--- config.mk ---
export PLATFORM = sky130hd
export DESIGN_NAME = batchEstimator
export DESIGN_NICKNAME = d
export VERILOG_FILES = /design/src/design/estPkg.sv /design/src/design/batchSequencer.sv /design/src/design/sampleBuffer.sv /design/src/design/forwardFilter.sv /design/src/design/backwardFilter.sv /design/src/design/resultCombiner.sv /design/src/design/batchEstimator.sv
export SDC_FILE = /design/constraint.sdc
export NUM_CORES = 2
export LEC_CHECK = 0
export BUFFER_PORTS_ARGS = -buffer_cell sky130_fd_sc_hd__buf_4
export CORE_UTILIZATION = 50
export CTS_BUF_LIST = sky130_fd_sc_hd__clkbuf_4 sky130_fd_sc_hd__clkbuf_8
export DETAILED_ROUTE_END_ITERATION = 7
export PLACE_DENSITY_LB_ADDON = 0.05
export SYNTH_ARGS = -nofsm -noshare
export SYNTH_HDL_FRONTEND = slang
export SYNTH_HIERARCHICAL = 1
export SYNTH_SLANG_ARGS = --single-unit
export TNS_END_PERCENT = 20
--- constraint.sdc ---
create_clock -name clkDS -period 13.25 [get_ports clkDS]
set_input_delay 1.325 -clock clkDS [delete_from_list [all_inputs] [get_ports clkDS]]
set_output_delay 1.325 -clock clkDS [all_outputs]
set_load 0.01 [all_outputs]
--- src/design/estPkg.sv ---
`default_nettype none

package estPkg;

    // Modulator control vector
    localparam int SampleBits = 4;
    typedef logic [SampleBits-1:0] SampleT;

    // Batch geometry and the sample ring
    localparam int BatchLen = 16;
    typedef logic [$clog2(BatchLen)-1:0] PosT;
    localparam int SlotCount = 4;
    typedef logic [$clog2(SlotCount)-1:0] SlotT;

    // Cycles from a buffer read address to the matching filter state
    localparam int PipeLag = 2;

    // Recursion state, signed fixed point
    localparam int StateBits = 24;
    typedef logic signed [StateBits-1:0] StateT;

    // One signed input weight per control bit
    localparam int WeightBits = 16;
    typedef logic signed [WeightBits-1:0] WeightT;
    localparam WeightT Gamma [SampleBits] = '{
        16'sd4000, 16'sd3000, 16'sd2000, 16'sd1000
    };

    // Leak of the recursion, as a right shift
    localparam int LeakShift = 3;

    // Estimate format
    localparam int OutBits = 14;
    typedef logic [OutBits-1:0] OutT;
    localparam int OutShift = 4;
    localparam int OutMax = 2 ** (OutBits - 1) - 1;
    localparam int OutMin = -(2 ** (OutBits - 1));

    // Pipeline fill tracking
    typedef enum logic [1:0] {PhaseFill, PhasePrime, PhaseRun} PhaseT;

endpackage

`default_nettype wire

--- src/design/batchSequencer.sv ---
`timescale 1ns/10ps
`default_nettype none

module batchSequencer (
    input  logic         clkDS,
    input  logic         rst,
    output estPkg::PosT  pos,
    output logic         batchEnd,
    output estPkg::SlotT writeSlot,
    output estPkg::SlotT lookSlot,
    output estPkg::SlotT calcSlot,
    output logic         estimateValid
);

    estPkg::PhaseT phase;

    // Last position of the current batch
    assign batchEnd = (pos == estPkg::PosT'(estPkg::BatchLen - 1));

    // Lookahead trails the write slot by one batch
    assign lookSlot = writeSlot - estPkg::SlotT'(1);

    // Oldest slot; the idle slot between holds the batch that seeds it
    assign calcSlot = writeSlot - estPkg::SlotT'(estPkg::SlotCount - 1);

    // Position and slot rotation
    always_ff @(posedge clkDS or negedge rst) begin
        if (!rst) begin
            pos       <= '0;
            writeSlot <= '0;
        end else begin
            pos <= pos + estPkg::PosT'(1);
            if (batchEnd) begin
                writeSlot <= writeSlot + estPkg::SlotT'(1);
            end
        end
    end

    // Fill tracking until the first batch reaches the output
    always_ff @(posedge clkDS or negedge rst) begin
        if (!rst) begin
            phase <= estPkg::PhaseFill;
        end else begin
            case (phase)
                estPkg::PhaseFill: begin
                    // all slots written once, first batch now combined
                    if (batchEnd && writeSlot == estPkg::SlotT'(estPkg::SlotCount - 1)) begin
                        phase <= estPkg::PhasePrime;
                    end
                end
                estPkg::PhasePrime: begin
                    if (batchEnd) begin
                        phase <= estPkg::PhaseRun;
                    end
                end
                estPkg::PhaseRun: begin
                    phase <= estPkg::PhaseRun;
                end
                default: begin
                    phase <= estPkg::PhaseFill;
                end
            endcase
        end
    end

    // First drain read of batch 0 happens at pos == PipeLag
    always_ff @(posedge clkDS or negedge rst) begin
        if (!rst) begin
            estimateValid <= 1'b0;
        end else if (phase == estPkg::PhasePrime && pos == estPkg::PosT'(estPkg::PipeLag)) begin
            estimateValid <= 1'b1;
        end
    end

endmodule

`default_nettype wire

--- src/design/sampleBuffer.sv ---
`timescale 1ns/10ps
`default_nettype none

module sampleBuffer (
    input  logic           clkDS,
    input  logic           rst,
    input  estPkg::SampleT sample,
    input  estPkg::PosT    pos,
    input  estPkg::SlotT   writeSlot,
    input  estPkg::SlotT   lookSlot,
    input  estPkg::SlotT   calcSlot,
    output estPkg::SampleT lookSample,
    output estPkg::SampleT fwdSample,
    output estPkg::SampleT bwdSample
);

    // Ring of four batches
    estPkg::SampleT mem [estPkg::SlotCount][estPkg::BatchLen];

    // Position walked from the end of the batch
    estPkg::PosT revPos;

    assign revPos = estPkg::PosT'(estPkg::BatchLen - 1) - pos;

    // One sample per cycle into the write slot
    always_ff @(posedge clkDS) begin
        mem[writeSlot][pos] <= sample;
    end

    // Three registered reads, one cycle after the address
    // The write slot never equals a read slot, so no bypass is needed
    always_ff @(posedge clkDS or negedge rst) begin
        if (!rst) begin
            lookSample <= '0;
            fwdSample  <= '0;
            bwdSample  <= '0;
        end else begin
            // Lookahead batch in reverse
            lookSample <= mem[lookSlot][revPos];
            // Batch under computation, both directions
            fwdSample  <= mem[calcSlot][pos];
            bwdSample  <= mem[calcSlot][revPos];
        end
    end

endmodule

`default_nettype wire

--- src/design/forwardFilter.sv ---
`timescale 1ns/10ps
`default_nettype none

module forwardFilter (
    input  logic           clkDS,
    input  logic           rst,
    input  estPkg::SampleT fwdSample,
    input  estPkg::PosT    pos,
    output estPkg::StateT  fwdState,
    output estPkg::PosT    fwdPos
);

    estPkg::PosT  dPos;
    estPkg::SlotT batchesSeen;
    logic         live;

    // Signed weight of one control vector
    function automatic estPkg::StateT weight(input estPkg::SampleT s);
        estPkg::StateT acc;
        acc = '0;
        for (int k = 0; k < estPkg::SampleBits; k++) begin
            if (s[k]) begin
                acc = acc + estPkg::StateT'(estPkg::Gamma[k]);
            end else begin
                acc = acc - estPkg::StateT'(estPkg::Gamma[k]);
            end
        end
        return acc;
    endfunction

    // The calc slot holds real samples only once the ring is filled
    assign live = (batchesSeen == estPkg::SlotT'(estPkg::SlotCount - 1));

    always_ff @(posedge clkDS or negedge rst) begin
        if (!rst) begin
            dPos        <= '0;
            fwdPos      <= '0;
            batchesSeen <= '0;
            fwdState    <= '0;
        end else begin
            // Align position with the registered buffer read
            dPos   <= pos;
            fwdPos <= dPos;
            if (live) begin
                // Leaky step, state carried across batches
                fwdState <= fwdState - (fwdState >>> estPkg::LeakShift) + weight(fwdSample);
            end else if (dPos == estPkg::PosT'(estPkg::BatchLen - 1)) begin
                batchesSeen <= batchesSeen + estPkg::SlotT'(1);
            end
        end
    end

endmodule

`default_nettype wire

--- src/design/backwardFilter.sv ---
`timescale 1ns/10ps
`default_nettype none

module backwardFilter (
    input  logic           clkDS,
    input  logic           rst,
    input  estPkg::SampleT lookSample,
    input  estPkg::SampleT bwdSample,
    input  estPkg::PosT    pos,
    input  logic           batchEnd,
    output estPkg::StateT  bwdState,
    output estPkg::PosT    bwdPos
);

    estPkg::PosT   dPos;
    logic          lastRev;
    estPkg::StateT lookState;
    estPkg::StateT seed;
    estPkg::StateT lookNext;
    estPkg::StateT bwdBase;
    estPkg::StateT bwdNext;

    // Signed weight of one control vector
    function automatic estPkg::StateT weight(input estPkg::SampleT s);
        estPkg::StateT acc;
        acc = '0;
        for (int k = 0; k < estPkg::SampleBits; k++) begin
            if (s[k]) begin
                acc = acc + estPkg::StateT'(estPkg::Gamma[k]);
            end else begin
                acc = acc - estPkg::StateT'(estPkg::Gamma[k]);
            end
        end
        return acc;
    endfunction

    function automatic estPkg::StateT step(input estPkg::StateT state, input estPkg::SampleT s);
        return state - (state >>> estPkg::LeakShift) + weight(s);
    endfunction

    // Lookahead over the newer batch, always from its cleared state
    assign lookNext = step(lookState, lookSample);

    // First reversed sample starts from the seed of the newer batch
    assign bwdBase = (dPos == '0) ? seed : bwdState;
    assign bwdNext = step(bwdBase, bwdSample);

    always_ff @(posedge clkDS or negedge rst) begin
        if (!rst) begin
            dPos      <= '0;
            lastRev   <= 1'b0;
            lookState <= '0;
            seed      <= '0;
            bwdState  <= '0;
            bwdPos    <= '0;
        end else begin
            // Delay matches the registered buffer read
            dPos    <= pos;
            lastRev <= batchEnd;
            // Reverse walk, so the tag counts down
            bwdState <= bwdNext;
            bwdPos   <= estPkg::PosT'(estPkg::BatchLen - 1) - dPos;
            if (lastRev) begin
                // sample 0 just folded in, lookahead is complete
                seed      <= lookNext;
                lookState <= '0;
            end else begin
                lookState <= lookNext;
            end
        end
    end

endmodule

`default_nettype wire

--- src/design/resultCombiner.sv ---
`timescale 1ns/10ps
`default_nettype none

module resultCombiner (
    input  logic          clkDS,
    input  logic          rst,
    input  estPkg::StateT fwdState,
    input  estPkg::PosT   fwdPos,
    input  estPkg::StateT bwdState,
    input  estPkg::PosT   bwdPos,
    input  estPkg::PosT   pos,
    input  logic          batchEnd,
    output estPkg::OutT   estimate
);

    // Two banks per direction, one filling while the other drains
    estPkg::StateT fwdBank [2][estPkg::BatchLen];
    estPkg::StateT bwdBank [2][estPkg::BatchLen];

    logic                         fillSel;
    logic                         drainSel;
    logic [estPkg::PipeLag-1:0]   endDly;
    estPkg::PosT                  rdPos;
    logic signed [estPkg::StateBits:0] sum;
    logic signed [estPkg::StateBits:0] scaled;
    estPkg::OutT                  clipped;

    assign drainSel = ~fillSel;

    // Partial results trail the batch counter by PipeLag cycles
    assign rdPos = pos - estPkg::PosT'(estPkg::PipeLag);

    always_ff @(posedge clkDS) begin
        fwdBank[fillSel][fwdPos] <= fwdState;
        bwdBank[fillSel][bwdPos] <= bwdState;
    end

    // Swap once the last partial result of the batch is stored
    always_ff @(posedge clkDS or negedge rst) begin
        if (!rst) begin
            endDly  <= '0;
            fillSel <= 1'b0;
        end else begin
            endDly <= {endDly[estPkg::PipeLag-2:0], batchEnd};
            if (endDly[estPkg::PipeLag-1]) begin
                fillSel <= ~fillSel;
            end
        end
    end

    // Combine in time order from the drain bank
    assign sum    = fwdBank[drainSel][rdPos] + bwdBank[drainSel][rdPos];
    assign scaled = sum >>> estPkg::OutShift;

    always_comb begin
        if (scaled > estPkg::OutMax) begin
            clipped = estPkg::OutT'(estPkg::OutMax);
        end else if (scaled < estPkg::OutMin) begin
            clipped = estPkg::OutT'(estPkg::OutMin);
        end else begin
            clipped = estPkg::OutT'(scaled);
        end
    end

    // Offset binary out
    always_ff @(posedge clkDS or negedge rst) begin
        if (!rst) begin
            estimate <= '0;
        end else begin
            estimate <= {~clipped[estPkg::OutBits-1], clipped[estPkg::OutBits-2:0]};
        end
    end

endmodule

`default_nettype wire

--- src/design/batchEstimator.sv ---
`timescale 1ns/10ps
`default_nettype none

module batchEstimator (
    input  logic           clkDS,
    input  logic           rst,
    input  estPkg::SampleT sample,
    output estPkg::OutT    estimate,
    output logic           estimateValid
);

    estPkg::PosT    pos;
    logic           batchEnd;
    estPkg::SlotT   writeSlot;
    estPkg::SlotT   lookSlot;
    estPkg::SlotT   calcSlot;
    estPkg::SampleT lookSample;
    estPkg::SampleT fwdSample;
    estPkg::SampleT bwdSample;
    estPkg::StateT  fwdState;
    estPkg::PosT    fwdPos;
    estPkg::StateT  bwdState;
    estPkg::PosT    bwdPos;

    batchSequencer batchSequencer_i (
        .clkDS         (clkDS),
        .rst           (rst),
        .pos           (pos),
        .batchEnd      (batchEnd),
        .writeSlot     (writeSlot),
        .lookSlot      (lookSlot),
        .calcSlot      (calcSlot),
        .estimateValid (estimateValid)
    );

    sampleBuffer sampleBuffer_i (
        .clkDS      (clkDS),
        .rst        (rst),
        .sample     (sample),
        .pos        (pos),
        .writeSlot  (writeSlot),
        .lookSlot   (lookSlot),
        .calcSlot   (calcSlot),
        .lookSample (lookSample),
        .fwdSample  (fwdSample),
        .bwdSample  (bwdSample)
    );

    // Forward and backward directions run side by side
    forwardFilter forwardFilter_i (
        .clkDS     (clkDS),
        .rst       (rst),
        .fwdSample (fwdSample),
        .pos       (pos),
        .fwdState  (fwdState),
        .fwdPos    (fwdPos)
    );

    backwardFilter backwardFilter_i (
        .clkDS      (clkDS),
        .rst        (rst),
        .lookSample (lookSample),
        .bwdSample  (bwdSample),
        .pos        (pos),
        .batchEnd   (batchEnd),
        .bwdState   (bwdState),
        .bwdPos     (bwdPos)
    );

    resultCombiner resultCombiner_i (
        .clkDS    (clkDS),
        .rst      (rst),
        .fwdState (fwdState),
        .fwdPos   (fwdPos),
        .bwdState (bwdState),
        .bwdPos   (bwdPos),
        .pos      (pos),
        .batchEnd (batchEnd),
        .estimate (estimate)
    );

endmodule

`default_nettype wire

* Word level (Yosys, flattened, before mapping)
Memories as Yosys holds them, arrays and structs flattened. Index checks and enable logic that the tools add are counted.
Cells by class: add/sub/neg operators 33, multiply operators 0, divide/modulo/power cells 0, magnitude comparators 10, eq/ne operators 9, shift-type cells 0, mux-type cells 44, bitwise operators 8, reduce and logical (&&, ||, !) cells 9
Operator list (count):
- 24-bit two-way mux | 24
- 24-bit binary-select mux with 4-bit select | 2
- 24-bit demux with 4-bit select | 2
- 24-bit by 11-bit adder with 24-bit output (second input constant) | 3
- 24-bit by 12-bit adder with 24-bit output (second input constant) | 3
- 24-bit by 13-bit adder with 24-bit output (second input constant) | 3
- 24-bit adder | 3
- 24-bit by 11-bit subtractor with 24-bit output (second input constant) | 3
- 24-bit by 12-bit subtractor with 24-bit output (second input constant) | 3
- 24-bit by 13-bit subtractor with 24-bit output (second input constant) | 3
- 24-bit by 21-bit subtractor with 24-bit output | 3
- 4-bit binary-select mux with 4-bit select | 3
- 14-bit two-way mux | 2
- 4-bit two-way mux | 7
- 24-bit by 24-bit adder with 25-bit output | 1
- 5-bit greater-or-equal comparator (second input constant) | 5
- 4-bit NOT with 5-bit output | 5
- 21-bit by 14-bit greater-than comparator with 1-bit output (second input constant) | 1
- 21-bit by 14-bit < comparator with 1-bit output (second input constant) | 1
- 4-bit demux with 4-bit select | 1
- 5-bit by 1-bit < comparator with 1-bit output (second input constant) | 3
- 4-bit == test (second input constant) | 2
- 4-bit subtractor (first input constant) | 2
- 2-bit == test (second input constant) | 3
- 15 further kinds | 25
Storage, ports and cells: register bits after elaboration 149, latch bits 0, RAM bits 1792, ROM bits 0, input port bits 6, logic and storage cells 135, memories kept 3
Memories:
- resultCombiner_i.bwdBank | words 2, width 384, rd ports 1, clocked after memory_dff 0, write ports 1, RTL line resultCombiner.sv:18 | estPkg::StateT bwdBank [2][estPkg::BatchLen];
- resultCombiner_i.fwdBank | words 2, width 384, rd ports 1, clocked after memory_dff 0, write ports 1, RTL line resultCombiner.sv:17 | estPkg::StateT fwdBank [2][estPkg::BatchLen];
- sampleBuffer_i.mem | words 4, width 64, rd ports 2, clocked after memory_dff 0, write ports 1, RTL line sampleBuffer.sv:18 | estPkg::SampleT mem [estPkg::SlotCount][estPkg::BatchLen];

* Depth between registers and ports, before layout
depth after elaboration 12, gate-level depth with buffers 28, depth with buffers taken out 28

* By module
Netlist, hierarchy kept.
By module, submodules not included:
- resultCombiner | instances 1, cells each 2588, area an instance 60436.7 um^2
- sampleBuffer | instances 1, cells each 705, area an instance 12670.9 um^2
- backwardFilter | instances 1, cells each 929, area an instance 8534.4 um^2
- forwardFilter | instances 1, cells each 471, area an instance 4180.3 um^2
- batchSequencer | instances 1, cells each 36, area an instance 467.9 um^2

* Worst setup path before layout
No wires, ideal clock.
kind flip-flop to flip-flop, from register batchSequencer_i.pos[1], to register resultCombiner_i.estimate[11], setup time 0.118 ns, arrival time 6.702 ns, slack 6.430 ns, cell stages (with the launch flop) 26, buffers on the path 9, period minus slack after synthesis 6.820 ns, cells stage by stage dfrtp_1 buf_4 buf_4 clkbuf_1 clkbuf_1 inv_1 ha_1 buf_4 inv_1 clkbuf_1 buf_1 mux4_2 mux2_2 ha_1 clkbuf_1 a21oi_1 o211ai_1 a31oi_1 or3_1 o311ai_1 a21oi_1 xnor2_1 or3_1 o41a_1 buf_6 a21o_1
On the way: word-level cells in the longest chain between the ends 9, elaborated cells between the ends (all ways) 13
RTL lines:
- start: declaration | RTL line batchSequencer.sv:7 | output estPkg::PosT pos,
- start signal: assignment | RTL line batchSequencer.sv:32 | pos <= pos + estPkg::PosT'(1);
- 4-bit by 2-bit subtractor with 4-bit output * | RTL line resultCombiner.sv:31 | assign rdPos = pos - estPkg::PosT'(estPkg::PipeLag);
- 4-bit NOT with 5-bit output (implied by the code) * | RTL line resultCombiner.sv:52 | assign sum = fwdBank[drainSel][rdPos] + bwdBank[drainSel][rdPos];
- 24-bit binary-select mux with 4-bit select | RTL line resultCombiner.sv:52
- 24-bit two-way mux (implied by the code) (2 in a row) | RTL line resultCombiner.sv:52
- 24-bit by 24-bit adder with 25-bit output * | RTL line resultCombiner.sv:52
- 21-bit by 14-bit < comparator with 1-bit output | RTL line resultCombiner.sv:58 | end else if (scaled < estPkg::OutMin) begin
- 14-bit two-way mux | RTL line resultCombiner.sv:58
- 14-bit two-way mux * | RTL line resultCombiner.sv:56 | if (scaled > estPkg::OutMax) begin
- via resultCombiner_i.clipped[11] | RTL line resultCombiner.sv:26 | estPkg::OutT clipped;
- end signal: assignment | RTL line resultCombiner.sv:70 | estimate <= {~clipped[estPkg::OutBits-1], clipped[estPkg::OutBits-2:0]};
- end: declaration | RTL line resultCombiner.sv:13 | output estPkg::OutT estimate
The timed path passes the listed nets; every way through them passes the cells marked *. The select of a mux whose other input is x is not followed. A chain may end at the register's enable or synchronous reset.

* Worst setup path after layout
from register batchSequencer_i.pos[0], to register resultCombiner_i.estimate[10]
Same word-level chain as after synthesis.

==> results.txt <==
----------------------------------------------------
[Detailed routing]
  Average vias per placed instance ... slightly above 6
  DR WL/cell ... about 29 um
  ANT nets after route ... 0
  Total length of routed wires ... ~220000 um
  Vias after detailed routing ... about 46k
  DR DRC count ... 0
  Number of optimization iterations in the first detailed-route pass ... 5
  Violation count after the first detailed-route iteration ... 4358

[Floorplan]
  Number of top-level design ports ... 21
  Total number of placement rows ... about 150
  Core region area ... approximately 170000 um^2
  Horiz. Die Dim ... ~420 um
  Starting density of the core ... 0.503
  Overall die height ... ~420 um
  Floorplan die area ... ~170000 um^2

[Worst setup path]
  Cell family with most CP delay ... compound AO/OA/AOI/OAI gates
  Critical-path cell with the highest stage delay ... sky130_fd_sc_hd__dfrtp_4
  CP Capture Type ... flip-flop
  Crit path arrival time ... around 8 ns
  Kind of critical path ... flip-flop to flip-flop
  Max incr delay on CP ... 0.98 ns
  CP max FO ... 52
  Worst Setup Start Kind ... flip-flop
  WP data required ... around 14 ns
  Total buffers and inverters traversed by the critical path ... 2
  Ordered list of cells on the worst path ... buf_4 -> buf_4 -> mux4_2 -> mux4_2 -> mux2_2 -> ha_1 -> nand2_1 -> o211ai_1 -> a31oi_1 -> or3_1 -> o311ai_1 -> a21oi_1 -> xnor2_1 -> or3_1 -> o41a_1 -> a31o_1

[Yosys]
  Area share of the leading cell type in the synthesized netlist ... 0.624
  Most common cell in the synthesized netlist ... sky130_fd_sc_hd__edfxtp_1
  Share of flip-flops with an asynchronous set or reset after synthesis ... 0.0787
  Dominant cells by area after synthesis ... sky130_fd_sc_hd__edfxtp_1 (62%), sky130_fd_sc_hd__mux4_2 (15%), sky130_fd_sc_hd__dfrtp_1 (4.4%)
  Number of synthesis warnings ... 6
  Top_reg_cell synth ... sky130_fd_sc_hd__edfxtp_1
  Number of enable flip-flop cells after synthesis ... about 1.8k
  Post-synthesis sequential area ratio ... 0.668
  Post-synth design cell area ... approximately 86000 um^2
  Count of state elements after synthesis ... approximately 1.9k
  Area share of fa/ha/maj cells after synthesis ... 0.0455
  Commonest cells in the netlist ... sky130_fd_sc_hd__edfxtp_1 (1792), sky130_fd_sc_hd__mux4_2 (588), sky130_fd_sc_hd__ha_1 (210)
  Yosys cell types ... around 100
  Post-Synthesis Cells ... roughly 4.7k
  XOR/XNOR share of the synthesized area ... 0.0142
  Post-synthesis share of cell area spent on and, or, nand and nor gates ... 0.0375
  Main combinational cell family by area after synthesis ... multiplexers
  Post-synth net total ... approximately 5k
  Proportion of synthesized area in mux cells ... 0.165
  Post-synthesis area per instance ... 18.2 um^2
  Top cell type by total area after synthesis ... sky130_fd_sc_hd__edfxtp_1
  Area fraction in compound gates after synthesis ... 0.0513

[Power]
  Cell leakage power ... between 30 and 40 nW
  Worst VDD drop ... ~120 uV
  Power per cell area ... around 150 nW/um^2

[Global route]
  Overall overflow remaining after global route ... 0
  All-Layer GR Usage ... 0.252
  Initial antenna violation count ... 3
  Pin count of the biggest net entering global routing ... approximately 130
  Vias in the first global route ... about 47k
  First-pass GRT wire length ... between 300000 and 400000 um

[Layout]
  Net count reported at finish ... between 5k and 6k
  Final core utilization ... 0.560
  Proportion of layout cells with a drive suffix above 1 ... 0.273
  Fill cell total of the finished layout ... 13.5k
  Synth-to-Final Area Change ... 11.2%

[Timing]
  Final setup violating endpoints ... 0
  Max Clock Freq ... 139 MHz
  RSZ-0062 raised after global routing ... no
  Total count of hold-check failures in the final report ... 0
  Worst Skew ... about 0.079 ns
  Min Tclk post-route ... around 7.2 ns
  Tightest Pin Transition ... ~1.3 ns
  Pins over their slew limit ... 0
  Normalized max-slew margin ... 0.128
  Final critical-path share of the clock period ... 0.542
  Setup_tns ... 0 ns

[Clock tree]
  Clock Pin Slew Worst Setup and Hold Paths ... 0.06 ns
  Clock Tree Buf Depth ... 4
  Worst-skew pair later-pin latency ... roughly 1.0 ns
  Clock tree from TritonCTS ... yes
  Depth of the CTS H-tree ... 5
  Count of hold buffers inserted by post-cts repair ... 0
  Root Driver ... sky130_fd_sc_hd__clkbuf_8
  Number of buffers created by CTS ... approximately 330
  Postcts setup bufs ... 0
  Clock Sinks ... ~2k
  Number of gates given a new drive strength after cts ... 0

[Hold path]
  Class of the tightest hold or removal check ... flip-flop to flip-flop

[Placement]
  Post-DP HPWL ... roughly 130000 um
  Weighted congestion reported at the end of routability-driven placement ... ~0.85
  Count of buffers from port buffering ... 20

[Flow run]
  Max-cap violation count ... 0

[Status]
  Status ... finished clean

----------------------------------------------------
## stage by stage
stage                     worst slack (ns)  hold slack (ns)  power, mW  area, um^2  instances
after CTS                             6.10            0.299       14.6       96000       7516
after global placement                6.22            0.334       9.42       89800       6944
final                                 6.07            0.348       14.5       96000       7517
after global routing                  5.72            0.365       15.2       96000       7517
after floorplan                       6.43            0.331       8.89       86300       4729
after detailed placement              6.15            0.338       9.46       89800       6944
## placed cells by master (no fill, tap or decap), types with 10 or more instances in the layout
cell / n
sky130_fd_sc_hd__edfxtp_1: 1792
sky130_fd_sc_hd__mux4_2: 588
sky130_fd_sc_hd__clkbuf_8: 348
sky130_fd_sc_hd__ha_1: 209
sky130_fd_sc_hd__a21oi_1: 185
sky130_fd_sc_hd__dfrtp_1: 150
sky130_fd_sc_hd__inv_1: 145
sky130_fd_sc_hd__nand2_1: 137
sky130_fd_sc_hd__nor2_1: 128
sky130_fd_sc_hd__buf_4: 126
sky130_fd_sc_hd__a22oi_1: 96
sky130_fd_sc_hd__clkbuf_4: 94
sky130_fd_sc_hd__xnor2_1: 86
sky130_fd_sc_hd__nor3_1: 77
sky130_fd_sc_hd__o21ai_0: 76
sky130_fd_sc_hd__clkinv_1: 75
sky130_fd_sc_hd__a21o_1: 66
sky130_fd_sc_hd__fa_1: 65
sky130_fd_sc_hd__nor2_4: 65
sky130_fd_sc_hd__mux2_2: 59
sky130_fd_sc_hd__xor2_1: 50
sky130_fd_sc_hd__clkinv_2: 45
sky130_fd_sc_hd__nand3_1: 39
sky130_fd_sc_hd__nand2b_1: 34
sky130_fd_sc_hd__o21ai_1: 33
sky130_fd_sc_hd__mux2i_1: 32
sky130_fd_sc_hd__nor2b_1: 28
sky130_fd_sc_hd__o21a_1: 27
sky130_fd_sc_hd__or2_2: 23
sky130_fd_sc_hd__a211oi_1: 23
sky130_fd_sc_hd__o21bai_1: 21
sky130_fd_sc_hd__o211ai_1: 18
sky130_fd_sc_hd__nand4_1: 17
sky130_fd_sc_hd__or4_1: 15
sky130_fd_sc_hd__and3_1: 13
sky130_fd_sc_hd__or3_1: 13
sky130_fd_sc_hd__a31oi_1: 12
sky130_fd_sc_hd__and2_1: 11
sky130_fd_sc_hd__o31ai_1: 10
## per-layer routing
metal  vias to the layer above  part of all wire  track usage
li1                      19731                 -            -
met1                     24243              0.43        0.358
met2                      1499              0.49        0.407
met3                       321             0.062       0.0393
met4                         0             0.026       0.0752
met5                         -                 0            0
## power breakdown
group	total [mW]	internal [mW]	switching [mW]
logic	1.75	0.759	0.994
registers	7.57	7.19	0.384
clock network	5.15	2.78	2.37
## worst register-to-register path, stage by stage, from the launching register on
cell and delay [ns]:
sky130_fd_sc_hd__dfrtp_4 0.98, sky130_fd_sc_hd__buf_4 0.74, sky130_fd_sc_hd__buf_4 0.77, sky130_fd_sc_hd__mux4_2 0.47, sky130_fd_sc_hd__mux4_2 0.50, sky130_fd_sc_hd__mux2_2 0.33, sky130_fd_sc_hd__ha_1 0.44, sky130_fd_sc_hd__nand2_1 0.11
sky130_fd_sc_hd__o211ai_1 0.20, sky130_fd_sc_hd__a31oi_1 0.15, sky130_fd_sc_hd__or3_1 0.45, sky130_fd_sc_hd__o311ai_1 0.49, sky130_fd_sc_hd__a21oi_1 0.16, sky130_fd_sc_hd__xnor2_1 0.17, sky130_fd_sc_hd__or3_1 0.33, sky130_fd_sc_hd__o41a_1 0.51
sky130_fd_sc_hd__a31o_1 0.27
## worst paths after layout
check	start	endpoint	slack, ns	cells after the start
max in group asynchronous	rst	resultCombiner_i/fillSel$_DFFE_PN0P_	11.16	2
hold reg to reg	resultCombiner_i/endDly[0]$_DFF_PN0_	resultCombiner_i/endDly[1]$_DFF_PN0_	0.35	0
hold / removal	resultCombiner_i/endDly[0]$_DFF_PN0_	resultCombiner_i/endDly[1]$_DFF_PN0_	0.35	0
setup / recovery	batchSequencer_i/pos[0]$_DFF_PN0_	resultCombiner_i/estimate[10]$_DFF_PN0_	6.07	16
min in group asynchronous	rst	resultCombiner_i/estimate[13]$_DFF_PN0_	0.36	1
setup reg to reg	batchSequencer_i/pos[0]$_DFF_PN0_	resultCombiner_i/estimate[10]$_DFF_PN0_	6.07	16
## sequential cells by signal, summed over array words and instances (netlist names), 14 cells and up
signal,count
sampleBuffer_i/mem,256
resultCombiner_i/estimate,14
backwardFilter_i/bwdState,24
resultCombiner_i/bwdBank,768
backwardFilter_i/lookState,24
resultCombiner_i/fwdBank,768
forwardFilter_i/fwdState,24
backwardFilter_i/seed,24
## cell type report
cell class	instances	area (um^2)	area share
antenna	1	2.50	0.0000261
clock buffer	441	5480	0.0571
clock inverter	131	713	0.00743
inverter	151	581	0.00605
multi-input combinational	2406	27600	0.288
sequential	1945	57700	0.601
tap	2310	2890	0.0301
timing repair buffer	132	1060	0.0110
## logic make-up (layout without fill, tap and decap cells)
family                     count (synthesis)  in the layout
other                                      0              1
xor gates and xnor gates                 138            138
DFF                                     1945           1945
buffers and inverters                    378            855
muxes                                    682            682
and+or+nand+nor                          649            649
adders and majority gates                275            275
AOI/OAI and AO/OA                        662            662
Note: power is estimated with default switching activity, not from simulation.
